### src/rtl/core_pkg.sv
package core_pkg;

  localparam int XLEN = 64;
  localparam logic [XLEN-1:0] RESET_PC = 64'h8000_0000;

  // major opcodes, inst[6:0]
  typedef enum logic [6:0] {
    OP_IMM = 7'b0010011,
    OP     = 7'b0110011,
    LUI    = 7'b0110111,
    AUIPC  = 7'b0010111,
    JAL    = 7'b1101111,
    JALR   = 7'b1100111,
    BRANCH = 7'b1100011,
    LOAD   = 7'b0000011,
    STORE  = 7'b0100011,
    SYSTEM = 7'b1110011
  } opcode_e;

  typedef enum logic [2:0] {
    ALU_ADD    = 3'd0,
    ALU_SUB    = 3'd1,
    ALU_AND    = 3'd2,
    ALU_OR     = 3'd3,
    ALU_XOR    = 3'd4,
    ALU_SLL    = 3'd5,
    ALU_PASS_B = 3'd6  // lui, operand b straight through
  } alu_op_e;

  typedef enum logic [1:0] {
    CSR_NONE  = 2'd0,
    CSR_RW    = 2'd1,
    CSR_ECALL = 2'd2,
    CSR_MRET  = 2'd3
  } csr_cmd_e;

  // write-back source
  typedef enum logic [1:0] {
    WB_ALU  = 2'd0,
    WB_LOAD = 2'd1,
    WB_LINK = 2'd2,  // pc + 4 for jal/jalr
    WB_CSR  = 2'd3
  } wb_sel_e;

  // machine CSR addresses
  localparam logic [11:0] CSR_MSTATUS = 12'h300;
  localparam logic [11:0] CSR_MTVEC   = 12'h305;
  localparam logic [11:0] CSR_MEPC    = 12'h341;
  localparam logic [11:0] CSR_MCAUSE  = 12'h342;

  localparam logic [11:0] FUNCT12_MRET = 12'h302;

  // environment call from m-mode
  localparam logic [XLEN-1:0] CAUSE_ECALL_M = 64'd11;

endpackage

### src/rtl/core_csr.sv
`timescale 1ns/10ps

module core_csr (
  input  logic                      clk,
  input  logic                      rst_n,
  input  logic [core_pkg::XLEN-1:0] pc_i,
  input  core_pkg::csr_cmd_e        cmd_i,
  input  logic [11:0]               addr_i,
  input  logic [core_pkg::XLEN-1:0] wdata_i,
  output logic [core_pkg::XLEN-1:0] rdata_o,
  output logic                      redirect_o,
  output logic [core_pkg::XLEN-1:0] redirect_pc_o
);
  import core_pkg::*;

  logic [XLEN-1:0] mstatus_q;
  logic [XLEN-1:0] mtvec_q;
  logic [XLEN-1:0] mepc_q;
  logic [XLEN-1:0] mcause_q;

  always_comb begin
    case (addr_i)
      CSR_MSTATUS: rdata_o = mstatus_q;
      CSR_MTVEC:   rdata_o = mtvec_q;
      CSR_MEPC:    rdata_o = mepc_q;
      CSR_MCAUSE:  rdata_o = mcause_q;
      default:     rdata_o = '0;  // unimplemented
    endcase
  end

  assign redirect_o    = (cmd_i == CSR_ECALL) || (cmd_i == CSR_MRET);
  assign redirect_pc_o = (cmd_i == CSR_MRET) ? mepc_q : {mtvec_q[XLEN-1:2], 2'b00};

  always_ff @(posedge clk) begin
    if (!rst_n) begin
      mstatus_q <= '0;
      mtvec_q   <= '0;
      mepc_q    <= '0;
      mcause_q  <= '0;
    end else begin
      case (cmd_i)
        CSR_RW: begin
          case (addr_i)
            CSR_MSTATUS: mstatus_q <= wdata_i;
            CSR_MTVEC:   mtvec_q   <= wdata_i;
            CSR_MEPC:    mepc_q    <= wdata_i;
            CSR_MCAUSE:  mcause_q  <= wdata_i;
            default:     ;
          endcase
        end
        CSR_ECALL: begin
          mepc_q   <= pc_i;  // pc of the ecall itself
          mcause_q <= CAUSE_ECALL_M;
        end
        default: ;
      endcase
    end
  end

endmodule

### config.mk
export PLATFORM = sky130hd
export DESIGN_NAME = core_csr
export DESIGN_NICKNAME = d
export VERILOG_FILES = /design/src/rtl/core_pkg.sv /design/src/rtl/core_csr.sv
export SDC_FILE = /design/constraint.sdc
export NUM_CORES = 1
export LEC_CHECK = 0
export ABC_AREA = 1
export BUFFER_PORTS_ARGS = -buffer_cell sky130_fd_sc_hd__buf_2
export CAP_MARGIN = 40
export CORE_MARGIN = 1
export CORE_UTILIZATION = 40
export CTS_CLUSTER_DIAMETER = 150
export DETAILED_ROUTE_END_ITERATION = 8
export GPL_ROUTABILITY_DRIVEN = 0
export GPL_TIMING_DRIVEN = 0
export PLACE_DENSITY_LB_ADDON = 0.15
export SYNTH_ARGS = -nofsm -noshare
export SYNTH_HDL_FRONTEND = slang
export SYNTH_SLANG_ARGS = --single-unit
### constraint.sdc
create_clock -name clk -period 3.71 [get_ports clk]
set_clock_uncertainty 0.1 [all_clocks]
set_input_delay 0.371 -clock clk [delete_from_list [all_inputs] [get_ports clk]]
set_output_delay 0.371 -clock clk [all_outputs]
set_load 0.05 [all_outputs]
==> impl_results.md <==
* Setup ws final at approximately 510 ps
* Drt total wl at roughly 55 mm
* Peak supply drop at approximately 0.32 mV
* # clock sinks at roughly 260
* Max frequency at roughly 310 MHz
* DRT iter0 DRCs at between 1000 and 1500
* N_diodes at 0
* Initial antenna violation count at 1
* Post-cts sizing count at 0
* Mean Syn Cell Area at about 6 um2
* Drt drc at 0
* Slew HR at 0.4205
* Worst path required time at between 3000 and 4000 ps
* Warnings from Yosys at 0
* Congestion Overflow GR at 0
* PwrDens at 376.1 nW/um2
* Setup TNS at 0 ps
* Hpwl dp at between 40 and 50 mm
* Setup Viol. Count Final at 0
* Worst Max-Slew Pin Slew at 869.2 ps
* Clock tree from TritonCTS: yes
* Number of I/O port buffers at approximately 270
* First-pass GRT wire length at between 80 and 90 mm
* Static leakage at ~8.4 nW
* Post-layout nets at 2715
* Die area at 35270 um2
* Syn Inst Count at around 2300
* Via Count at 15958
* Filler Cell Count at around 3600
* CTS root buffer: clkbuf_16
* Dpl ws at between 600 and 700 ps
* Layout area overhead at 20.68%
* IO Pins at 273
* Crit share post-route at 0.8620
* Post-DRT Antenna Nets at 0
* Post-Syn Area at about 14000 um2
* Unrepaired setup endpoints after global routing: false
* CP max FO at 10
* H-tree depth at 1
* CP Data Arrival Time at 2730 ps
* Sequential-to-total area share from yosys stat at 0.3711
* Drt via density at between 5 and 6
* Share of layout cells above drive strength 1 at 0.1633
* Initial Utilization at 0.4088
* Outcome: finished, final reports clean
* Syn Nets at around 2400
* CP Launch Type: input port
* Number of CTS-inserted buffers at 29
* Overall routing resource usage at 0.3048
* Commonest non-fill, non-tap cell in the layout: nand2_1
* Inst Count DP at ~3000
* Layout Cells excl Fill at 3039
* Pin count of the biggest net entering global routing at 15
* Final min period at roughly 3200 ps
* Crit path kind: input port to output pin
* Netlist cell types at 20
* Utilization after layout at 0.4933
* Max-Cap Viols at 0
* Yosys reg bits at 256
* Slew Limit Fails at 0
* Final hold vios at 0
* Hold Path Class: input port to flop
* Num rows at 67
* Die Ht at approximately 190 um
* Min Hold Slack at slightly below 8 ps
* Drt wl/cell at between 15 and 20 um
* Die X at about 190 um
* Clk_lat worst skew at ~550 ps
* Postcts setup bufs at 0
* Most frequent cells in the layout: 711 x nand2_1, 354 x buf_2, 336 x nor2_1
* DRT Pass-1 Iters at 6
* Clock buffer depth at 3
* Worst-path clk slew at around 60 ps
* Via count of the first global-routing pass at approximately 15000
* Kind of end point of the critical path: output pin
* Core Region at around 34000 um2
critical path: stages:
cell	delay, ps
buf_2	140
nand2_1	440
clkbuf_1	610
buf_1	490
nand2_1	130
o21ai_0	190
buf_2	350
path summary, 6_finish.rpt:
check / startpoint / end / slack [ps] / depth (start not counted)
setup / recovery: cmd_i[1] / redirect_pc_o[47] / 510 / 7
hold / removal: wdata_i[35] / mstatus_q[35]$_SDFFE_PN0P_ / 8 / 3
setup reg to reg: mepc_q[23]$_SDFFE_PN0P_ / mepc_q[23]$_SDFFE_PN0P_ / 2860 / 4
hold reg to reg: mcause_q[61]$_SDFFE_PN0P_ / mcause_q[61]$_SDFFE_PN0P_ / 380 / 2
per-layer routing:
metal,GRT usage,share of wire
met3,0.04642,0.088
met5,0,0
met2,0.4932,0.45
met4,0.1069,0.031
met1,0.4111,0.43
cell type report:
cell class              count  area [um2]  area share
clock buffers              45       875.8     0.05256
plain buffers             187       940.9     0.05646
inverters                 199       747.0     0.04482
repair buffers            273        1381     0.08289
flip-flops and latches    256        5125      0.3075
well taps                 448       560.5     0.03364
clock inverters             6       37.54    0.002252
multi-input cells        1625        6997      0.4199
per-stage QoR:
step	power (W)	instance area, um2
final	0.006268	16660
after CTS	0.006282	16660
after global routing	0.006458	16660
after floorplan	0.003241	13810
after global placement	0.003512	15730
after detailed placement	0.003520	15740
power by group:
part,internal (W),leakage [nW],switching [W]
Clock,0.00161,0.455,0.00119
Sequential,0.00280,2.07,0.0000322
Combinational,0.000181,5.89,0.000457
sequential cells by signal, indices dropped and copies added, names as in the netlist:
name	count
mepc_q	64
mcause_q	64
mtvec_q	64
mstatus_q	64
cells by family after synthesis:
family	after synthesis	synth area share
buffers and inverters	386	0.1222
flip-flops	256	0.3711
AO/OA/AOI/OAI	190	0.06886
AND/OR/NAND/NOR	1435	0.4378
cells in the mapped netlist, drive strengths merged:
cell | n | area share
a21oi | 125 | 0.045
and2 | 2 | 0.00091
buf | 116 | 0.049
clkbuf | 71 | 0.019
clkinv | 1 | 0.00027
dfxtp | 256 | 0.37
inv | 198 | 0.054
nand2 | 711 | 0.19
nand3 | 257 | 0.093
nand4 | 125 | 0.057
nor2 | 337 | 0.092
nor3 | 1 | 0.00072
nor3b | 1 | 0.00054
o21ai | 65 | 0.024
or2 | 1 | 0.00045
what timing repair did:
action                                  in CTS  in global routing
hold buffers                                 1                  0
endpoints found under the setup margin       0                  0
endpoints found under the hold margin        1                  0
Power figures use the tool's default switching activity.
