## config.mk

```make
export PLATFORM = sky130hd
export DESIGN_NAME = core_regfile
export DESIGN_NICKNAME = d
export VERILOG_FILES = /design/src/rtl/core_pkg.sv /design/src/rtl/core_regfile.sv
export SDC_FILE = /design/constraint.sdc
export NUM_CORES = 2
export LEC_CHECK = 0
export BUFFER_PORTS_ARGS = -buffer_cell sky130_fd_sc_hd__buf_2
export CAP_MARGIN = 25
export CORE_ASPECT_RATIO = 1.1
export CORE_MARGIN = 10
export CORE_UTILIZATION = 53
export CTS_BUF_LIST = sky130_fd_sc_hd__clkbuf_8 sky130_fd_sc_hd__clkbuf_16
export DETAILED_ROUTE_END_ITERATION = 16
export PLACE_DENSITY = 0.69
export SLEW_MARGIN = 30
export SYNTH_ARGS = -nofsm -noshare
export SYNTH_HDL_FRONTEND = slang
export SYNTH_SLANG_ARGS = --single-unit
```

## constraint.sdc

```tcl
create_clock -name clk -period 4.6 [get_ports clk]
set_clock_uncertainty 0.1 [all_clocks]
set_input_delay 0.23 -clock clk [delete_from_list [all_inputs] [get_ports clk]]
set_output_delay 0.23 -clock clk [all_outputs]
set_load 0.01 [all_outputs]
```

## src/rtl/core_pkg.sv

```systemverilog
package core_pkg;

  localparam int XLEN = 64;
  localparam logic [XLEN-1:0] RESET_PC = 64'h8000_0000;

  // major opcodes, inst[6:0]
  typedef enum logic [6:0] {
    OP_IMM = 7'b0010011,
    OP     = 7'b0110011,
    LUI    = 7'b0110111,
    AUIPC  = 7'b0010111,
    JAL    = 7'b1101111,
    JALR   = 7'b1100111,
    BRANCH = 7'b1100011,
    LOAD   = 7'b0000011,
    STORE  = 7'b0100011,
    SYSTEM = 7'b1110011
  } opcode_e;

  typedef enum logic [2:0] {
    ALU_ADD    = 3'd0,
    ALU_SUB    = 3'd1,
    ALU_AND    = 3'd2,
    ALU_OR     = 3'd3,
    ALU_XOR    = 3'd4,
    ALU_SLL    = 3'd5,
    ALU_PASS_B = 3'd6  // lui, operand b straight through
  } alu_op_e;

  typedef enum logic [1:0] {
    CSR_NONE  = 2'd0,
    CSR_RW    = 2'd1,
    CSR_ECALL = 2'd2,
    CSR_MRET  = 2'd3
  } csr_cmd_e;

  // write-back source
  typedef enum logic [1:0] {
    WB_ALU  = 2'd0,
    WB_LOAD = 2'd1,
    WB_LINK = 2'd2,  // pc + 4 for jal/jalr
    WB_CSR  = 2'd3
  } wb_sel_e;

  // machine CSR addresses
  localparam logic [11:0] CSR_MSTATUS = 12'h300;
  localparam logic [11:0] CSR_MTVEC   = 12'h305;
  localparam logic [11:0] CSR_MEPC    = 12'h341;
  localparam logic [11:0] CSR_MCAUSE  = 12'h342;

  localparam logic [11:0] FUNCT12_MRET = 12'h302;

  // environment call from m-mode
  localparam logic [XLEN-1:0] CAUSE_ECALL_M = 64'd11;

endpackage

```

## src/rtl/core_regfile.sv

```systemverilog
`timescale 1ns/10ps

module core_regfile (
  input  logic                      clk,
  input  logic [4:0]                rs1_addr_i,
  input  logic [4:0]                rs2_addr_i,
  output logic [core_pkg::XLEN-1:0] rs1_data_o,
  output logic [core_pkg::XLEN-1:0] rs2_data_o,
  input  logic                      we_i,
  input  logic [4:0]                rd_addr_i,
  input  logic [core_pkg::XLEN-1:0] rd_data_i
);
  import core_pkg::*;

  logic [XLEN-1:0] regs_q [32];  // entry 0 never written

  // x0 reads as zero
  always_comb begin
    if (rs1_addr_i == 5'd0) begin
      rs1_data_o = '0;
    end else begin
      rs1_data_o = regs_q[rs1_addr_i];
    end
    if (rs2_addr_i == 5'd0) begin
      rs2_data_o = '0;
    end else begin
      rs2_data_o = regs_q[rs2_addr_i];
    end
  end

  always_ff @(posedge clk) begin
    if (we_i && (rd_addr_i != 5'd0)) begin
      regs_q[rd_addr_i] <= rd_data_i;
    end
  end

endmodule

```

==> impl_metrics.csv <==
group,metric,value,unit
timing,setup_tns,0,ns
synthesis,synth_flop_cell,"edfxtp_1",
synthesis,yosysMostFrequentCell,"edfxtp_1",
power_and_ir_drop,switching_share,0.229,
final_layout,syn2layout_area_growth,13.0,%
placement,dp_hpwl,158000,um
power_and_ir_drop,ir_worst_vdd,352,uV
critical_path,timing.critical_path.mode_cell,"buf_4",
power_and_ir_drop,p_leak,34.4,nW
clocking,cts_root_buf,"clkbuf_16",
floorplan,start_util,0.532,
placement,dp.cells,7042,
timing,slew_headroom,0.316,
clocking,clockBufferDepth,3,
final_layout,fin_nets,5015,
floorplan,rows,162,
floorplan,num_io_pins,209,
floorplan,dieArea,195000,sq um
critical_path,crit_family,"buffers and inverters",
synthesis,synth_area_leaders,"edfxtp_1 (65%), mux4_2 (22%), mux2i_1 (3.0%)",
synthesis,synth_top_cell_by_area,"edfxtp_1",
timing,finalHoldViolations,0,
global_route,first_global_vias,54583,
global_route,grt_pass1_wl,401000,um
timing,layout_min_cycle_time,3.55,ns
critical_path,cpMaxStageDelayCell,"nor4_1",
critical_path,start_kind,"primary input",
synthesis,ys_ff_latch,2048,
final_layout,reg_top3,"regs_q x2048",
routing,drt_iter0_drc,6988,
timing,worst_slew_pin_slew,1.03,ns
synthesis,synthArstFlopShare,0,
critical_path,path_class,"in2out",
synthesis,synthTopCellsByCount,"edfxtp_1 (2048), mux4_2 (920), mux2i_1 (284)",
critical_path,cpPeakStageDelay,0.83,ns
clocking,numCtsBuffers,202,
floorplan,core_area,177000,sq um
placement,port_buffers,208,
timing,clock.fmax,0.282,GHz
critical_path,crit_buf_inv,5,
final_layout,postLayoutCoreUtil,0.601,
power_and_ir_drop,p_clk_frac,0.393,
floorplan,die_w,421,um
power_and_ir_drop,powerDensity,381,nW/um^2
synthesis,yosysWarningCount,0,
timing,final-max-slew-violation-count,0,
timing,grt_setup_unrepaired,"false",
final_layout,fillCellCount,12626,
clocking,post_cts_buffers,0,
critical_path,path_max_fanout,52,
routing,vias,53519,
synthesis,synth_area_per_cell,20.6,sq um
power_and_ir_drop,p_seq_frac,0.517,
critical_path,crit_arrival,3.22,ns
synthesis,ys_seq_area_frac,0.655,
power_and_ir_drop,p_switching,9.24,mW
synthesis,synth_edf_count,2048,
power_and_ir_drop,finalPower,40.4,mW
global_route,grt_max_degree,103,
clocking,cts_tree,"yes",
global_route,gr-total-overflow,0,
clocking,clkSinkCount,2048,
clocking,cts_htree_levels,4,
floorplan,die_h,462,um
routing,drc_errors,0,
power_and_ir_drop,comb_power_share,0.090,
placement,placed_area,99300,sq um
routing,via_per_inst,7.17,
routing,drt_first_pass_iters,6,
power_and_ir_drop,p_int,31.2,mW
timing,hold_slack,0.0681,ns
synthesis,syn-cell-area,94000,sq um
final_layout,fin_cells,7468,
timing,finalWorstSetupSlack,1.05,ns
clocking,path_clk_slew,0.06,ns
final_layout,largest_reg_flops,2048,
critical_path,endpoint_kind,"primary output",
timing,finalCritPeriodShare,0.772,
final_layout,drive_gt1_frac,0.353,
critical_path,crit_chain,"buf_8, buf_4, buf_4, mux2i_1, o22ai_1, nor4_1, nor4_1, buf_4, buf_2",
outcome,outcome,"finished, final reports clean",
final_layout,regMostFlops,"regs_q",
synthesis,synthesis.instances,4565,
synthesis,synth_top_cell_area_share,0.655,
critical_path,required,4.27,ns
global_route,grt_usage,0.287,
placement,place_ws,1.09,ns
hold_path,hp-class,"in2reg",
routing,wl,282000,um
timing,setup_viol,0,
job,drv_cap,0,
routing,wl_per_cell,37.7,um
final_layout,design_area,106000,sq um
routing,antenna_left,0,
global_route,antenna_found_initial,14,
synthesis,synth.distinct_cells,49,
placement,place_congestion,0.821,
-- final cells by class --
| type | instances | area (sq um) | share of cell area |
|---|---|---|---|
| antenna | 7 | 17.5 | 0.000165 |
| clock buffer | 204 | 5100 | 0.0481 |
| clock inverter | 149 | 1150 | 0.0108 |
| inverter | 2 | 15.0 | 0.000141 |
| multi-input combinational | 2202 | 31100 | 0.293 |
| sequential | 2048 | 61500 | 0.579 |
| tap | 2378 | 2980 | 0.0280 |
| timing repair buffer | 478 | 4310 | 0.0405 |
-- worst paths after layout --
kind / start / end / cells after the start
setup / recovery: rs2_addr_i[0] / rs2_data_o[15] / 9
hold / removal: rd_addr_i[3] / regs_q[13][32] / 3
-- layer usage --
metal	vias up	part of all wire	global-route usage
met5	-	0.000082	0
met4	4	0.047	0.123
met3	672	0.092	0.0458
met2	3447	0.50	0.481
met1	28588	0.36	0.375
li1	20808	-	-
-- power groups by stage --
stage | combinational, mW | clock, mW | sequential [mW]
floorplan | 2.19 | 0 | 21.3
global placement | 3.55 | 0 | 21.3
detailed placement | 3.57 | 0 | 21.3
CTS | 3.64 | 16.0 | 20.9
global route | 3.81 | 16.8 | 20.9
finish | 3.63 | 15.9 | 20.9
-- layout by cell type, fill, tap and decap left out, types with 8 or more instances in the layout --
cell type / n
conb_1: 64
nand2b_1: 9
nor4_1: 9
a221oi_1: 68
dlygate4sd3_1: 66
and3_1: 59
a21o_1: 49
o22ai_1: 70
nor3_1: 61
a22oi_1: 75
edfxtp_1: 2048
bufinv_16: 15
a22o_1: 59
clkinv_1: 52
mux2_2: 149
nand2_1: 70
mux2i_1: 284
buf_2: 200
a31oi_1: 9
buf_4: 126
buf_12: 77
nor2_1: 11
mux4_2: 920
a211oi_1: 58
nor2_4: 32
o221ai_1: 69
clkbuf_16: 204
clkinv_2: 24
inv_1: 41
nand3b_1: 8
-- repair_timing --
item,4_1_cts,5_1_grt
hold buffers,66,0
endpoints found under the hold margin,2049,0
setup endpoints to repair,0,0
resized for setup,0,0
-- cells by family after synthesis --
| group | synth area share |
|---|---|
| AND/OR/NAND/NOR | 0.0159 |
| flip-flops | 0.655 |
| other | 0.0000399 |
| buffers and inverters | 0.0200 |
| multiplexers | 0.269 |
| AO/OA/AOI/OAI | 0.0409 |
(Power assumes the default switching activity.)
