==> config.mk <==
export PLATFORM = sky130hd
export DESIGN_NAME = core_execute
export DESIGN_NICKNAME = d
export VERILOG_FILES = /design/src/rtl/core_pkg.sv /design/src/rtl/core_execute.sv
export SDC_FILE = /design/constraint.sdc
export NUM_CORES = 1
export LEC_CHECK = 0
export BUFFER_PORTS_ARGS = -buffer_cell sky130_fd_sc_hd__buf_2
export CORE_AREA = 4 4 224 226
export DETAILED_ROUTE_END_ITERATION = 8
export DIE_AREA = 0 0 228 230
export GPL_TIMING_DRIVEN = 0
export PLACE_DENSITY_LB_ADDON = 0.15
export SLEW_MARGIN = 20
export SYNTH_ARGS = -nofsm -noshare
export SYNTH_HDL_FRONTEND = slang
export SYNTH_SLANG_ARGS = --single-unit
==> constraint.sdc <==
create_clock -name vclk -period 15
set_input_delay 3 -clock vclk [all_inputs]
set_output_delay 3 -clock vclk [all_outputs]
set_load 0.03 [all_outputs]
==> src/rtl/core_pkg.sv <==
package core_pkg;

  localparam int XLEN = 64;
  localparam logic [XLEN-1:0] RESET_PC = 64'h8000_0000;

  // major opcodes, inst[6:0]
  typedef enum logic [6:0] {
    OP_IMM = 7'b0010011,
    OP     = 7'b0110011,
    LUI    = 7'b0110111,
    AUIPC  = 7'b0010111,
    JAL    = 7'b1101111,
    JALR   = 7'b1100111,
    BRANCH = 7'b1100011,
    LOAD   = 7'b0000011,
    STORE  = 7'b0100011,
    SYSTEM = 7'b1110011
  } opcode_e;

  typedef enum logic [2:0] {
    ALU_ADD    = 3'd0,
    ALU_SUB    = 3'd1,
    ALU_AND    = 3'd2,
    ALU_OR     = 3'd3,
    ALU_XOR    = 3'd4,
    ALU_SLL    = 3'd5,
    ALU_PASS_B = 3'd6  // lui, operand b straight through
  } alu_op_e;

  typedef enum logic [1:0] {
    CSR_NONE  = 2'd0,
    CSR_RW    = 2'd1,
    CSR_ECALL = 2'd2,
    CSR_MRET  = 2'd3
  } csr_cmd_e;

  // write-back source
  typedef enum logic [1:0] {
    WB_ALU  = 2'd0,
    WB_LOAD = 2'd1,
    WB_LINK = 2'd2,  // pc + 4 for jal/jalr
    WB_CSR  = 2'd3
  } wb_sel_e;

  // machine CSR addresses
  localparam logic [11:0] CSR_MSTATUS = 12'h300;
  localparam logic [11:0] CSR_MTVEC   = 12'h305;
  localparam logic [11:0] CSR_MEPC    = 12'h341;
  localparam logic [11:0] CSR_MCAUSE  = 12'h342;

  localparam logic [11:0] FUNCT12_MRET = 12'h302;

  // environment call from m-mode
  localparam logic [XLEN-1:0] CAUSE_ECALL_M = 64'd11;

endpackage

==> src/rtl/core_execute.sv <==
`timescale 1ns/10ps

module core_execute (
  input  logic                      valid_i,
  input  logic [core_pkg::XLEN-1:0] op_a_i,
  input  logic [core_pkg::XLEN-1:0] op_b_i,
  input  logic [core_pkg::XLEN-1:0] store_data_i,
  input  core_pkg::alu_op_e         alu_op_i,
  input  core_pkg::wb_sel_e         wb_sel_i,
  input  logic [core_pkg::XLEN-1:0] pc_i,
  input  logic [core_pkg::XLEN-1:0] csr_rdata_i,
  input  logic                      mem_we_i,
  input  logic                      mem_re_i,
  output logic [core_pkg::XLEN-1:0] dmem_addr_o,
  output logic                      dmem_we_o,
  output logic                      dmem_re_o,
  output logic [core_pkg::XLEN-1:0] dmem_wdata_o,
  input  logic [core_pkg::XLEN-1:0] dmem_rdata_i,
  output logic [core_pkg::XLEN-1:0] wb_data_o
);
  import core_pkg::*;

  logic [XLEN-1:0] alu_res;

  always_comb begin
    case (alu_op_i)
      ALU_ADD:    alu_res = op_a_i + op_b_i;
      ALU_SUB:    alu_res = op_a_i - op_b_i;
      ALU_AND:    alu_res = op_a_i & op_b_i;
      ALU_OR:     alu_res = op_a_i | op_b_i;
      ALU_XOR:    alu_res = op_a_i ^ op_b_i;
      ALU_SLL:    alu_res = op_a_i << op_b_i[5:0];
      ALU_PASS_B: alu_res = op_b_i;
      default:    alu_res = op_a_i + op_b_i;
    endcase
  end

  // ld/sd address is the adder output
  assign dmem_addr_o  = alu_res;
  assign dmem_wdata_o = store_data_i;
  assign dmem_we_o    = mem_we_i && valid_i;  // quiet while held in reset
  assign dmem_re_o    = mem_re_i && valid_i;

  always_comb begin
    case (wb_sel_i)
      WB_ALU:  wb_data_o = alu_res;
      WB_LOAD: wb_data_o = dmem_rdata_i;
      WB_LINK: wb_data_o = pc_i + 64'd4;
      WB_CSR:  wb_data_o = csr_rdata_i;  // old csr value
      default: wb_data_o = alu_res;
    endcase
  end

endmodule

==> summary.md <==
| Metric | Value |
|---|---|
| Area Growth Syn to Fin | 20.37% |
| Die Area | between 0.05 and 0.06 mm^2 |
| Layout filler cell count | ~5.3k |
| Commonest cells after routing, fill and taps aside | buf_2 (533), nand2_1 (287), a21oi_1 (244), ha_1 (194), nor2_1 (170) |
| Max FO, Critical Path | 10 |
| Core area | 0.04834 mm^2 |
| Beginning of the worst hold path | store_data_i[1] |
| Rows | 81 |
| Mux contribution to synthesized area | about a fifth |
| Num sequential | 0 |
| Status | finished clean |
| Simple-Gate Fraction of Synth Area | roughly 18% |
| Period utilization | 89.58% |
| Gpl congestion | 1.060 |
| WHS Endpoint | dmem_wdata_o[1] |
| Clock buffers | 0 |
| Hold path depth | 2 |
| Worst EP arrival | 10440 ps |
| Post-Synth Adder-Cell Area | between 10% and 20% |
| Non-Filler Instances | 3544 |
| Num ports | a little under 600 |
| Post-CTS sizing | 0 |
| Slew margin rel. | 17.94% |
| Per-cell routed wire length | ~32 um |
| Max-slew violation count | 0 |
| RSZ-0062 raised after global routing | no |
| Largest family of logic cells by synthesized area | compound AO/OA/AOI/OAI gates |
| VDD IR max | between 0.00003 and 0.00004 V |
| Max Freq | 74.42 MHz |
| GRT Util Overall | between 40 and 50% |
| Seq/Total Area, Yosys | 0% |
| Post-CTS setup buffer count | 0 |
| Placement Cell Area | between 0.02 and 0.025 mm^2 |
| Initial Util | about a third |
| First-pass GRT wire length | 157600 um |
| Syn Nets | ~3.0k |
| Sequential standard cell area | 0 um^2 |
| Via count | between 20k and 25k |
| Syn_area_per_cell | ~7 um^2 |
| Mapped cell area | around 0.017 mm^2 |
| Placed Cells | between 3k and 4k |
| CP Class | in2out |
| Die width | 228 um |
| Critical path launch point type | primary input |
| Drt pass-1 iters | 7 |
| Final HPWL DP | between 90000 and 100000 um |
| Final setup vio count | 0 |
| Hold Slack | approximately 6300 ps |
| Remaining antenna violation count | 0 |
| Post-synthesis compound-gate area fraction | 27.29% |
| Antenna violations before repair | 13 |
| Total global routing overflow | 0 |
| Vias per cell | between 6 and 7 |
| Nets | 3503 |
| Post-Synthesis Cells | ~2.4k |
| Layout cells sized above 1 | a little over a quarter |
| Pleak | 0.009448 uW |
| Max cap viols | 0 |
| CP required | 12000 ps |
| Wirelength, routed | between 100000 and 150000 um |
| Tmin final | approximately 13000 ps |
| Xor/xnor share of the synthesized area | a little under a tenth |
| Critical Path End Type | output port |
| DRC Markers | 0 |
| Slew @ Worst Pin | roughly 1200 ps |
| Post-route setup TNS | 0 ps |
| DRT iter0 DRCs | 3039 |
| Most common cell after layout, fill and taps aside | buf_2 |
| Hold Path Class | in2out |
| Design area | about 0.020 mm^2 |
| Hold_buf cts | 0 |
| Die height | ~230 um |
| Final Hold Vio Count | 0 |
| Number of distinct library cells after synthesis | 73 |
| Port Buffers | between 500 and 600 |
| Ys Warns | 0 |
| Vias in the first global route | between 20k and 25k |
| Power Density | approximately 54 mW/mm^2 |
| Largest net degree at the start of global routing | 11 |
==> logic make-up (layout without fill, tap and decap cells) <==
group	Yosys count	after routing
muxes	204	204
adders and majority gates	196	196
AOI/OAI and AO/OA	736	736
buffers and inverters	389	913
xor gates and xnor gates	174	174
and+or+nand+nor	691	691
other	0	8
==> power breakdown <==
part | internal (uW) | switching [uW] | leakage [uW]
registers | 0 | 0 | 0
logic | 356 | 751 | 0.00945
clock network | 0.0000499 | 0 | 0.0000000507
total | 356 | 751 | 0.00945
==> cell type report <==
class,instances,area (um^2),share of cell area (%)
Tap cell,622,778.2,3.808
Buffer,227,1121,5.485
Timing Repair Buffer,524,2645,12.94
Inverter,162,608.1,2.975
Antenna cell,8,20.02,0.09795
Multi-Input combinational cell,2001,15270,74.69
==> metrics by stage <==
step                      power (uW)  util, %  setup WS [ps]
after floorplan                652.6        -           2874
after global placement          1067    42.13           1914
after detailed placement        1069    42.20           1920
after CTS                       1074    42.20           1901
after global routing            1153    42.27           1389
final                           1107    42.28           1563
==> cells in the mapped netlist, types with 53 or more instances <==
cell	instances	area, um^2
nand2_1	287	1077
a21oi_1	245	1226
ha_1	194	2427
nor2_1	170	638.1
o21ai_0	161	805.8
inv_1	156	585.6
xnor2_1	129	1130
mux4_2	114	2567
clkbuf_1	110	412.9
mux2i_1	72	720.7
buf_4	67	503.0
a21o_1	53	397.9
==> worst max path at each step <==
stage	from	end	slack (ps)	cells after the start
finish	op_b_i[3]	wb_data_o[53]	1560	20
CTS	op_b_i[3]	wb_data_o[53]	1900	20
detailed placement	op_b_i[3]	wb_data_o[53]	1920	20
floorplan	op_b_i[16]	wb_data_o[61]	2870	17
global route	op_b_i[1]	wb_data_o[57]	1390	23
global placement	op_b_i[3]	wb_data_o[53]	1910	20
==> layer usage <==
metal / track usage [%] / wire [um] / vias up
met5: 0 / 54 / -
met4: 21.26 / 7734 / 10
met3: 8.276 / 11340 / 364
met2: 65.26 / 50340 / 1603
met1: 50.80 / 43780 / 10864
li1: - / - / 9814
==> critical path: stages <==
cell	delay, ps
buf_2	130
clkbuf_1	220
clkinv_1	170
clkbuf_1	580
clkbuf_1	700
clkbuf_1	580
a31oi_1	190
xnor2_1	360
ha_1	310
a21oi_1	90
o21ai_0	470
a21oi_1	80
nand2_1	270
a31oi_1	330
o41a_1	540
o21ai_0	870
xnor2_1	200
o221ai_1	700
mux4_2	420
buf_2	210
No activity file was read; power rests on OpenSTA's default activity.
