`src/rtl/core_pkg.sv`:
```
package core_pkg;

  localparam int XLEN = 64;
  localparam logic [XLEN-1:0] RESET_PC = 64'h8000_0000;

  // major opcodes, inst[6:0]
  typedef enum logic [6:0] {
    OP_IMM = 7'b0010011,
    OP     = 7'b0110011,
    LUI    = 7'b0110111,
    AUIPC  = 7'b0010111,
    JAL    = 7'b1101111,
    JALR   = 7'b1100111,
    BRANCH = 7'b1100011,
    LOAD   = 7'b0000011,
    STORE  = 7'b0100011,
    SYSTEM = 7'b1110011
  } opcode_e;

  typedef enum logic [2:0] {
    ALU_ADD    = 3'd0,
    ALU_SUB    = 3'd1,
    ALU_AND    = 3'd2,
    ALU_OR     = 3'd3,
    ALU_XOR    = 3'd4,
    ALU_SLL    = 3'd5,
    ALU_PASS_B = 3'd6  // lui, operand b straight through
  } alu_op_e;

  typedef enum logic [1:0] {
    CSR_NONE  = 2'd0,
    CSR_RW    = 2'd1,
    CSR_ECALL = 2'd2,
    CSR_MRET  = 2'd3
  } csr_cmd_e;

  // write-back source
  typedef enum logic [1:0] {
    WB_ALU  = 2'd0,
    WB_LOAD = 2'd1,
    WB_LINK = 2'd2,  // pc + 4 for jal/jalr
    WB_CSR  = 2'd3
  } wb_sel_e;

  // machine CSR addresses
  localparam logic [11:0] CSR_MSTATUS = 12'h300;
  localparam logic [11:0] CSR_MTVEC   = 12'h305;
  localparam logic [11:0] CSR_MEPC    = 12'h341;
  localparam logic [11:0] CSR_MCAUSE  = 12'h342;

  localparam logic [11:0] FUNCT12_MRET = 12'h302;

  // environment call from m-mode
  localparam logic [XLEN-1:0] CAUSE_ECALL_M = 64'd11;

endpackage

```
`src/rtl/core_fetch.sv`:
```
`timescale 1ns/10ps

module core_fetch (
  input  logic                      clk,
  input  logic                      rst_n,
  input  logic                      redirect_i,
  input  logic [core_pkg::XLEN-1:0] redirect_pc_i,
  output logic [core_pkg::XLEN-1:0] pc_o
);
  import core_pkg::*;

  logic [XLEN-1:0] pc_q;
  logic [XLEN-1:0] pc_next;

  // sequential fetch unless told otherwise
  always_comb begin
    if (redirect_i) begin
      pc_next = redirect_pc_i;
    end else begin
      pc_next = pc_q + 64'd4;
    end
  end

  always_ff @(posedge clk) begin
    if (!rst_n) begin
      pc_q <= RESET_PC;
    end else begin
      pc_q <= pc_next;
    end
  end

  assign pc_o = pc_q;  // also the imem address

endmodule

```
`config.mk`:
```
export PLATFORM = sky130hd
export DESIGN_NAME = core_fetch
export DESIGN_NICKNAME = d
export VERILOG_FILES = /design/src/rtl/core_pkg.sv /design/src/rtl/core_fetch.sv
export SDC_FILE = /design/constraint.sdc
export NUM_CORES = 1
export LEC_CHECK = 0
export BUFFER_PORTS_ARGS = -buffer_cell sky130_fd_sc_hd__buf_2
export CORE_MARGIN = 5
export CORE_UTILIZATION = 49
export DETAILED_ROUTE_END_ITERATION = 10
export GPL_TIMING_DRIVEN = 0
export PLACE_DENSITY = 0.84
export SLEW_MARGIN = 10
export SYNTH_ARGS = -nofsm -noshare
export SYNTH_HDL_FRONTEND = slang
export SYNTH_SLANG_ARGS = --single-unit
export TNS_END_PERCENT = 10
```
`constraint.sdc`:
```
create_clock -name clk -period 3 [get_ports clk]
set_input_delay 0.3 -clock clk [delete_from_list [all_inputs] [get_ports clk]]
set_output_delay 0.3 -clock clk [all_outputs]
set_load 0.01 [all_outputs]
```
==> flow_metrics.tcl <==
set metrics [dict create \
    status "finished, final reports clean" \
    nets 629 \
    antenna_found_initial 0 \
    cts_hold_buf 0 \
    critical_path.slowest_cell "nor4_1" \
    synth_top_family_by_area "simple AND/OR/NAND/NOR gates" \
    syn_to_final_growth_pct 27.3 \
    clkSinkCount 64 \
    met3_length_um 749 \
    largest_reg_flops 64 \
    period_share_pct 83.5 \
    wirelength_mm 10.2 \
    cts_made_buffers 9 \
    fin_crit_ns 2.50 \
    finalSetupViolations 0 \
    rows 30 \
    routedWlPerCell_um 15.5 \
    num_vias 3643 \
    fmax_mhz 399 \
    leakage_nw 1.78 \
    crit_buf_inv 1 \
    dpl.cell_count 646 \
    r2r_end "pc_o[57]$_SDFF_PN0_" \
    diodes 0 \
    instances_no_fill 661 \
    holdPathEnd "pc_o[5]$_SDFF_PN0_" \
    grt_pass1_wl_mm 16.6 \
    die-area_um2 8760 \
    core_area_um2 6790 \
    gr-total-overflow 0 \
    maxCapViolCount 0 \
    synth.net_count 490 \
    io_pins 131 \
    drcViolationCount 0 \
    synth_compound_area_share_pct 17.0 \
    synthMuxAreaShare_pct 0.878 \
    worstSetupStartpointType "register" \
    yosys.cell_types.count 36 \
    wl_met1_mm 4.34 \
    synth_fa_ha_area_share_pct 0.366 \
    worst-setup-path-type "register to register" \
    ys_ff_latch 64 \
    ctsResizeCount 0 \
    skew_ns 0.00982 \
    routed-wl-met2_mm 4.87 \
    cts_tree "done" \
    cp_max_fo 7 \
    yosys_warnings 0 \
    slew_viol_final 0 \
    hold_path_startpoint "redirect_pc_i[5]" \
    drive_gt1_share_pct 27.1 \
    setup_tns_ns 0 \
    numPortBuffers 128 \
    clockRootBuffer "clkbuf_8" \
    multiInputGateArea_um2 2010 \
    powerDensity_nw_per_um2 448 \
    syn_inst 422 \
    gp_congestion 0.902 \
    clk_pin_slew_ns 0.07 \
    ys_seq_area_share_pct 37.4 \
    postSynthAreaPerCell_um2 8.11 \
    antenna_left 0 \
    synthesis.area_um2 3420 \
    rsz0062_at_grt "no" \
    reg2reg_depth 7 \
    crit_chain "and4_1, clkbuf_1, nand3_1, nor4_1, nand4_1, xor2_1, a21oi_1" \
    holdCritPathClass "input port to register" \
    r2r_setup_slack_ns 0.50 \
    die_w_um 93.6 \
    dp_hpwl_mm 7.73 \
    fin_util_pct 64.1 \
    seq_area_um2 1280 \
    cts_max_path_buffers 2 \
    post_cts_buffers 0 \
    timing.slew.headroom_pct 51.2 \
    crit_family "simple AND/OR/NAND/NOR gates" \
    grt_pass1_vias 3468 \
    worstPathArrival_ns 2.73 \
    min_delay_path_depth 2 \
    clock_latency_ns 0.35 \
    final-hold-violation-count 0 \
    initial_utilization_pct 50.4 \
    first_iter_violations 216 \
    die_height_um 93.6 \
    viasPerCell 5.51 \
    synth_xor_area_share_pct 14.1 \
    drt_first_pass_iters 4 \
    worst_pin_slew_ns 0.725 \
    grt_usage_pct 23.8 \
    cts_htree_levels 3 \
    peakVddDrop_mv 0.236 \
    r2r-start "pc_o[31]$_SDFF_PN1_" \
    max_stage_delay_ns 0.75 \
    worstPathRequired_ns 3.22 \
    top_layer_used "met4" \
    final.fill_count 589 \
    grt_max_degree 11 \
    synthSimpleGateAreaFrac_pct 26.4 \
    cp-end-kind "register" \
]
-- cell usage after synthesis --
library cell   n  share of area, %
o21a_1         2              0.44
ha_1           1              0.37
buf_2          1              0.15
o21ba_2        1              0.29
nor3_2         3              0.88
o311a_1        1              0.29
nand2_1       31               3.4
buf_4          1              0.22
nor3b_1        1              0.22
nor4_1         5              0.91
o21ai_0       54               7.9
clkbuf_1      23               2.5
dfxtp_1       64                37
or4_1          2              0.44
and2_1        10               1.8
nor3_1        13               1.9
a21oi_1       38               5.6
nand4_2        1              0.37
nand2b_1       1              0.18
nand3_2        1              0.29
and3_1         6               1.1
nor4_4         1              0.62
a31oi_1        2              0.37
inv_1          8              0.88
o21ai_1        3              0.44
mux2i_1        3              0.88
xnor2_1       28               7.2
xor2_1        27               6.9
or3_1          5              0.91
nand4_1       19               3.5
and4_1        10               2.6
nor2_1        14               1.5
o211a_1        6               1.8
nand3_1       31               4.5
nor2b_1        3              0.55
nor4_2         2              0.73
-- routing by layer --
metal / vias up / GRT usage (%)
met1: 1663 / 30.5
li1: 1794 / -
met5: - / 0
met2: 162 / 38.8
met4: 0 / 10.7
met3: 24 / 4.26
-- final cells by class --
cell class	instances	area share, %
Multi-Input combinational cell	325	46.2
Sequential cell	64	29.4
Timing Repair Buffer	128	14.7
Clock buffer	12	3.56
Tap cell	96	2.76
Buffer	25	2.27
Inverter	8	0.689
Clock inverter	3	0.402
-- placed cells by master, fill, tap and decap left out, types with 5 or more instances in the layout --
cell      netlist  final
buf_2           1    129
dfxtp_1        64     64
o21ai_0        54     54
a21oi_1        38     38
nand3_1        31     31
nand2_1        31     31
xnor2_1        28     28
xor2_1         27     27
clkbuf_1       23     24
nand4_1        19     19
nor2_1         14     14
nor3_1         13     13
clkbuf_8        0     11
and4_1         10     10
and2_1         10     10
inv_1           8      8
and3_1          6      6
o211a_1         6      6
or3_1           5      5
nor4_1          5      5
-- per-stage QoR --
stage	hold WS (ns)	area (µm²)	setup slack, ns	power [W]
2_1_floorplan	0.438	3420	0.831	0.00115
3_3_place_gp	0.498	4180	0.533	0.00128
3_5_place_dp	0.511	4180	0.543	0.00129
4_1_cts	0.171	4360	0.511	0.00195
5_1_grt	0.180	4360	0.250	0.00203
6_report	0.174	4360	0.496	0.00195
-- power by group --
group | total (W) | internal (W) | switching, W
Combinational | 0.000295 | 0.000138 | 0.000156
Clock | 0.000677 | 0.000338 | 0.000339
Sequential | 0.000980 | 0.000909 | 0.0000719
Total | 0.00195 | 0.00138 | 0.000567
-- kinds of logic after synthesis --
group	Yosys count
xor gates and xnor gates	55
buffers and inverters	33
AOI/OAI and AO/OA	107
and+or+nand+nor	159
adders and majority gates	1
DFF	64
muxes	3
-- worst max path at each step --
stage                        startpoint             endpoint  cells past startpoint
finish              pc_o[31]$_SDFF_PN1_  pc_o[57]$_SDFF_PN0_                      7
global route         pc_o[5]$_SDFF_PN0_  pc_o[45]$_SDFF_PN0_                      7
floorplan           pc_o[13]$_SDFF_PN0_  pc_o[60]$_SDFF_PN0_                      8
detailed placement  pc_o[31]$_SDFF_PN1_  pc_o[57]$_SDFF_PN0_                      7
CTS                 pc_o[31]$_SDFF_PN1_  pc_o[57]$_SDFF_PN0_                      7
global placement    pc_o[31]$_SDFF_PN1_  pc_o[61]$_SDFF_PN0_                      7
Power figures use the tool's default switching activity.
