## config.mk

```make
export PLATFORM = sky130hd
export DESIGN_NAME = core_decode
export DESIGN_NICKNAME = d
export VERILOG_FILES = /design/src/rtl/core_pkg.sv /design/src/rtl/core_decode.sv
export SDC_FILE = /design/constraint.sdc
export NUM_CORES = 1
export LEC_CHECK = 0
export BUFFER_PORTS_ARGS = -buffer_cell sky130_fd_sc_hd__buf_2
export CORE_AREA = 2 2 204 206
export DETAILED_ROUTE_END_ITERATION = 6
export DIE_AREA = 0 0 206 208
export PLACE_DENSITY_LB_ADDON = 0.3
export REMOVE_ABC_BUFFERS = 1
export SLEW_MARGIN = 20
export SYNTH_ARGS = -nofsm -noshare
export SYNTH_HDL_FRONTEND = slang
export SYNTH_SLANG_ARGS = --single-unit
```

## constraint.sdc

```tcl
create_clock -name vclk -period 2.7
set_clock_uncertainty 0.1 [all_clocks]
set_input_delay 0.135 -clock vclk [all_inputs]
set_output_delay 0.135 -clock vclk [all_outputs]
set_load 0.02 [all_outputs]
```

## src/rtl/core_pkg.sv

```systemverilog
package core_pkg;

  localparam int XLEN = 64;
  localparam logic [XLEN-1:0] RESET_PC = 64'h8000_0000;

  // major opcodes, inst[6:0]
  typedef enum logic [6:0] {
    OP_IMM = 7'b0010011,
    OP     = 7'b0110011,
    LUI    = 7'b0110111,
    AUIPC  = 7'b0010111,
    JAL    = 7'b1101111,
    JALR   = 7'b1100111,
    BRANCH = 7'b1100011,
    LOAD   = 7'b0000011,
    STORE  = 7'b0100011,
    SYSTEM = 7'b1110011
  } opcode_e;

  typedef enum logic [2:0] {
    ALU_ADD    = 3'd0,
    ALU_SUB    = 3'd1,
    ALU_AND    = 3'd2,
    ALU_OR     = 3'd3,
    ALU_XOR    = 3'd4,
    ALU_SLL    = 3'd5,
    ALU_PASS_B = 3'd6  // lui, operand b straight through
  } alu_op_e;

  typedef enum logic [1:0] {
    CSR_NONE  = 2'd0,
    CSR_RW    = 2'd1,
    CSR_ECALL = 2'd2,
    CSR_MRET  = 2'd3
  } csr_cmd_e;

  // write-back source
  typedef enum logic [1:0] {
    WB_ALU  = 2'd0,
    WB_LOAD = 2'd1,
    WB_LINK = 2'd2,  // pc + 4 for jal/jalr
    WB_CSR  = 2'd3
  } wb_sel_e;

  // machine CSR addresses
  localparam logic [11:0] CSR_MSTATUS = 12'h300;
  localparam logic [11:0] CSR_MTVEC   = 12'h305;
  localparam logic [11:0] CSR_MEPC    = 12'h341;
  localparam logic [11:0] CSR_MCAUSE  = 12'h342;

  localparam logic [11:0] FUNCT12_MRET = 12'h302;

  // environment call from m-mode
  localparam logic [XLEN-1:0] CAUSE_ECALL_M = 64'd11;

endpackage

```

## src/rtl/core_decode.sv

```systemverilog
`timescale 1ns/10ps

module core_decode (
  input  logic [31:0]               inst_i,
  input  logic [core_pkg::XLEN-1:0] pc_i,
  input  logic [core_pkg::XLEN-1:0] rs1_data_i,
  input  logic [core_pkg::XLEN-1:0] rs2_data_i,
  output logic [4:0]                rs1_addr_o,
  output logic [4:0]                rs2_addr_o,
  output logic [core_pkg::XLEN-1:0] op_a_o,
  output logic [core_pkg::XLEN-1:0] op_b_o,
  output logic [core_pkg::XLEN-1:0] store_data_o,
  output core_pkg::alu_op_e         alu_op_o,
  output core_pkg::wb_sel_e         wb_sel_o,
  output logic                      rd_we_o,
  output logic [4:0]                rd_addr_o,
  output logic                      mem_we_o,
  output logic                      mem_re_o,
  output core_pkg::csr_cmd_e        csr_cmd_o,
  output logic [11:0]               csr_addr_o,
  output logic                      jump_o,
  output logic [core_pkg::XLEN-1:0] jump_target_o
);
  import core_pkg::*;

  opcode_e         opcode;
  logic [2:0]      funct3;
  logic [6:0]      funct7;
  logic [XLEN-1:0] imm_i, imm_s, imm_b, imm_u, imm_j;
  logic [XLEN-1:0] jalr_sum;
  logic            rd_we;

  assign opcode = opcode_e'(inst_i[6:0]);
  assign funct3 = inst_i[14:12];
  assign funct7 = inst_i[31:25];

  assign imm_i = {{52{inst_i[31]}}, inst_i[31:20]};
  assign imm_s = {{52{inst_i[31]}}, inst_i[31:25], inst_i[11:7]};
  assign imm_b = {{51{inst_i[31]}}, inst_i[31], inst_i[7], inst_i[30:25], inst_i[11:8], 1'b0};
  assign imm_u = {{32{inst_i[31]}}, inst_i[31:12], 12'b0};
  assign imm_j = {{43{inst_i[31]}}, inst_i[31], inst_i[19:12], inst_i[20], inst_i[30:21], 1'b0};

  assign rs1_addr_o   = inst_i[19:15];
  assign rs2_addr_o   = inst_i[24:20];
  assign rd_addr_o    = inst_i[11:7];
  assign csr_addr_o   = inst_i[31:20];
  assign store_data_o = rs2_data_i;
  assign jalr_sum     = rs1_data_i + imm_i;

  always_comb begin
    op_a_o        = rs1_data_i;
    op_b_o        = imm_i;
    alu_op_o      = ALU_ADD;
    wb_sel_o      = WB_ALU;
    rd_we         = 1'b0;
    mem_we_o      = 1'b0;
    mem_re_o      = 1'b0;
    csr_cmd_o     = CSR_NONE;
    jump_o        = 1'b0;
    jump_target_o = pc_i + imm_b;
    case (opcode)
      OP_IMM: begin
        rd_we = 1'b1;
        case (funct3)
          3'b000: alu_op_o = ALU_ADD;
          3'b100: alu_op_o = ALU_XOR;
          3'b110: alu_op_o = ALU_OR;
          3'b111: alu_op_o = ALU_AND;
          3'b001: begin
            alu_op_o = ALU_SLL;
            rd_we    = (inst_i[31:26] == 6'b0);  // shamt is 6 bits on rv64
          end
          default: rd_we = 1'b0;
        endcase
      end
      OP: begin
        op_b_o = rs2_data_i;
        rd_we  = 1'b1;
        case ({funct7, funct3})
          10'b0000000_000: alu_op_o = ALU_ADD;
          10'b0100000_000: alu_op_o = ALU_SUB;
          10'b0000000_100: alu_op_o = ALU_XOR;
          10'b0000000_110: alu_op_o = ALU_OR;
          10'b0000000_111: alu_op_o = ALU_AND;
          default:         rd_we    = 1'b0;
        endcase
      end
      LUI: begin
        op_b_o   = imm_u;
        alu_op_o = ALU_PASS_B;
        rd_we    = 1'b1;
      end
      AUIPC: begin
        op_a_o = pc_i;
        op_b_o = imm_u;
        rd_we  = 1'b1;
      end
      JAL: begin
        wb_sel_o      = WB_LINK;
        rd_we         = 1'b1;
        jump_o        = 1'b1;
        jump_target_o = pc_i + imm_j;
      end
      JALR: begin
        if (funct3 == 3'b000) begin
          wb_sel_o      = WB_LINK;
          rd_we         = 1'b1;
          jump_o        = 1'b1;
          jump_target_o = {jalr_sum[XLEN-1:1], 1'b0};
        end
      end
      BRANCH: begin
        if (funct3 == 3'b000) begin
          jump_o = (rs1_data_i == rs2_data_i);  // beq
        end else if (funct3 == 3'b001) begin
          jump_o = (rs1_data_i != rs2_data_i);  // bne
        end
      end
      LOAD: begin
        if (funct3 == 3'b011) begin  // ld only
          mem_re_o = 1'b1;
          wb_sel_o = WB_LOAD;
          rd_we    = 1'b1;
        end
      end
      STORE: begin
        op_b_o   = imm_s;
        mem_we_o = (funct3 == 3'b011);  // sd only
      end
      SYSTEM: begin
        if (funct3 == 3'b001) begin
          csr_cmd_o = CSR_RW;
          wb_sel_o  = WB_CSR;
          rd_we     = 1'b1;
        end else if (inst_i[31:7] == 25'b0) begin
          csr_cmd_o = CSR_ECALL;
        end else if (inst_i[31:7] == {FUNCT12_MRET, 13'b0}) begin
          csr_cmd_o = CSR_MRET;
        end
      end
      default: rd_we = 1'b0;  // unknown encoding, no-op
    endcase
  end

  assign rd_we_o = rd_we && (rd_addr_o != 5'd0);  // x0 writes dropped here

endmodule

```

==> flow_summary.toml <==
[run_status]
outcome = "finished with violations"
violations = "negative setup slack"

[logic_synthesis]
syn_area_sq_mm = 0.01351
yosys_warnings = 0
synth_top_area_cell = "ha_1"
synth.area.top_cells = "ha_1 (13%), a21oi_1 (7.1%), a21o_1 (6.9%)"
synth.distinct_cells = 91
synth_top_cell_area_share_pct = 12.69
synth_common_cells = "a21oi_1 (193), nand2_1 (180), o21ai_0 (167)"
seq_area_frac_synth_pct = 0
syn_inst = 2025
synth.avg_cell_area_sq_um = 6.673
post-synth-top-count-cell = "a21oi_1"

[drt]
drt_iter0_drc = 2202
avgViaCountPerCell = 5.936
drt-pass1-iter-count = 6
post_drt_wl_per_cell_um = 26.39
ant_nets = 0
drc = 0
vias = 22280
wl_mm = 99.06

[global_route]
antenna_found_initial = 1
grt_first_pass_wirelength_mm = 138.4
grt_overflow = 0
grt_pass1_vias = 21620
grt_max_degree = 34
grt.total_usage_pct = 43.17

[placed_design]
hpwl_mm = 80.97
routabilityCongestion = 1.106
io_buffers = 518
placed_area_sq_mm = 0.02172

[worst_setup_path]
cp-start-kind = "input pin"
critPathKind = "in2out"
crit_required_ns = 2.47
crit_slowest_cell = "o41ai_1"
path_max_fanout = 3
worstSetupStartpoint = "pc_i[13]"
end_kind = "output pin"
cpMostUsedCell = "buf_4"
critPathBufInv = 6
cp_cell_sequence = "buf_2 > ha_1 > buf_4 > o21ai_0 > o21ai_1 > nand2_1 > o21ai_2 > a31oi_1 > buf_4 > o41ai_1 > buf_4 > a31oi_4 > o41ai_1 > buf_4 > xnor2_1 > mux2i_1 > buf_4"
path_delay_family = "compound AO/OA/AOI/OAI gates"
critPathArrivalTime_ns = 3.20
cp_slowest_stage_delay_ns = 0.41

[pwr]
p_per_area_mw_per_mm2 = 273.9
leakage_nw = 12.56
peakVddDrop_mv = 0.1691
finalPower_mw = 7.096

[layout]
n_clock_buffer = 0
area_growth_pct = 91.74
fill_cells = 3627
design_area_sq_mm = 0.02591
area.sequential_sq_um = 0
seq_cell_count = 0
final_nets = 3588
drive_gt1_share_pct = 58.75
diodes = 0

[die]
die_h_um = 208
die_x_um = 206
die_area_sq_mm = 0.04285
fp-row-count = 74
coreArea_sq_mm = 0.04055
ioPinCount = 518
start_util_pct = 33.32

[min_path]
hp-start = "rs2_data_i[31]"
hold_end = "store_data_o[31]"
min_path_type = "in2out"
hold_depth = 2

[timing]
post-route-period-util_pct = 127.2
slew_violations = 0
final.setup.tns_ns = -22.93
hold_viol = 0
fmax_mhz = 291.2
setup_slack_ns = -0.7345
rsz0062_at_grt = "true"
tightest_slew_ns = 0.6828
setup_viol_count_final = 50
slew_headroom_pct = 54.13
period_minus_slack_ns = 3.434

[job]
drv_cap = 0
area by class of cell:
| type | count | area, sq um | area share (%) |
|---|---|---|---|
| multi-input combinational | 1771 | 15000 | 57.88 |
| tap | 532 | 665.6 | 2.569 |
| timing repair buffer | 1395 | 10030 | 38.71 |
| inverter | 56 | 217.7 | 0.8403 |
what timing repair did:
action                                  in CTS  in global routing
gates cloned                                 4                  1
pin swaps                                  169                153
endpoints found under the setup margin      57                 57
hold buffers                                 0                  0
gates resized for setup                    527                268
setup buffers                               50                 44
power breakdown:
group / internal [mW] / total, mW / leakage (nW) / switching [mW]
clock: 0 / 0 / 0 / 0
combinational: 3.28 / 7.10 / 12.6 / 3.82
sequential: 0 / 0 / 0 / 0
total: 3.28 / 7.10 / 12.6 / 3.82
routing by layer:
layer / part of all wire, % / wire, um / GRT usage [%]
met5: 0 / 0 / 0
met1: 38 / 37330 / 52.21
met3: 9.5 / 9429 / 8.459
met2: 44 / 43570 / 69.39
met4: 8.8 / 8734 / 27.61
cell families after synthesis:
group / count (synthesis) / share of synthesized area [%]
XOR/XNOR: 158 / 10.24
multiplexers: 76 / 6.231
buffers and inverters: 254 / 10.21
AND/OR/NAND/NOR: 629 / 23.01
AO/OA/AOI/OAI: 768 / 37.18
adder cells (fa/ha/maj): 140 / 13.13
cell usage in the layout, fill, tap and decap left out, drive strengths merged, types with 12 or more instances in the layout:
cell type and count:
xnor2 59, or3 13, a221o 29, and2 16, o21bai 25, a31oi 29
a22oi 18, nand2 180, nand4 45, o21a 16, o31ai 18, inv 56
mux2 65, nor3 49, a211oi 20, o21ai 176, or2 13, o22ai 12
nand3 45, a21oi 193, nor4 31, xor2 99, buf 1393, and3 35
nand2b 23, a21o 124, o211ai 21, nor2 145, ha 137
metrics by stage:
stage               setup WS, ns  utilization [%]  cells  hold WS [ns]
floorplan                 -1.794                -   1827        0.1700
global placement          -1.448            53.55   3676        0.4324
detailed placement        -1.469            53.55   3676        0.4362
CTS                      -0.8760            60.26   3721        0.4356
global route             -0.7991            63.89   3754        0.4430
finish                   -0.7345            63.89   3754        0.4364
how the worst max path moves through the flow:
stage                                   end  slack, ns  cells past startpoint
after global routing      jump_target_o[56]      -0.80                     15
after floorplan                   op_a_o[1]      -1.79                      5
after detailed placement  jump_target_o[58]      -1.47                     14
after global placement    jump_target_o[58]      -1.45                     15
after CTS                 jump_target_o[56]      -0.88                     14
final                     jump_target_o[56]      -0.73                     17
Power figures use the tool's default switching activity.
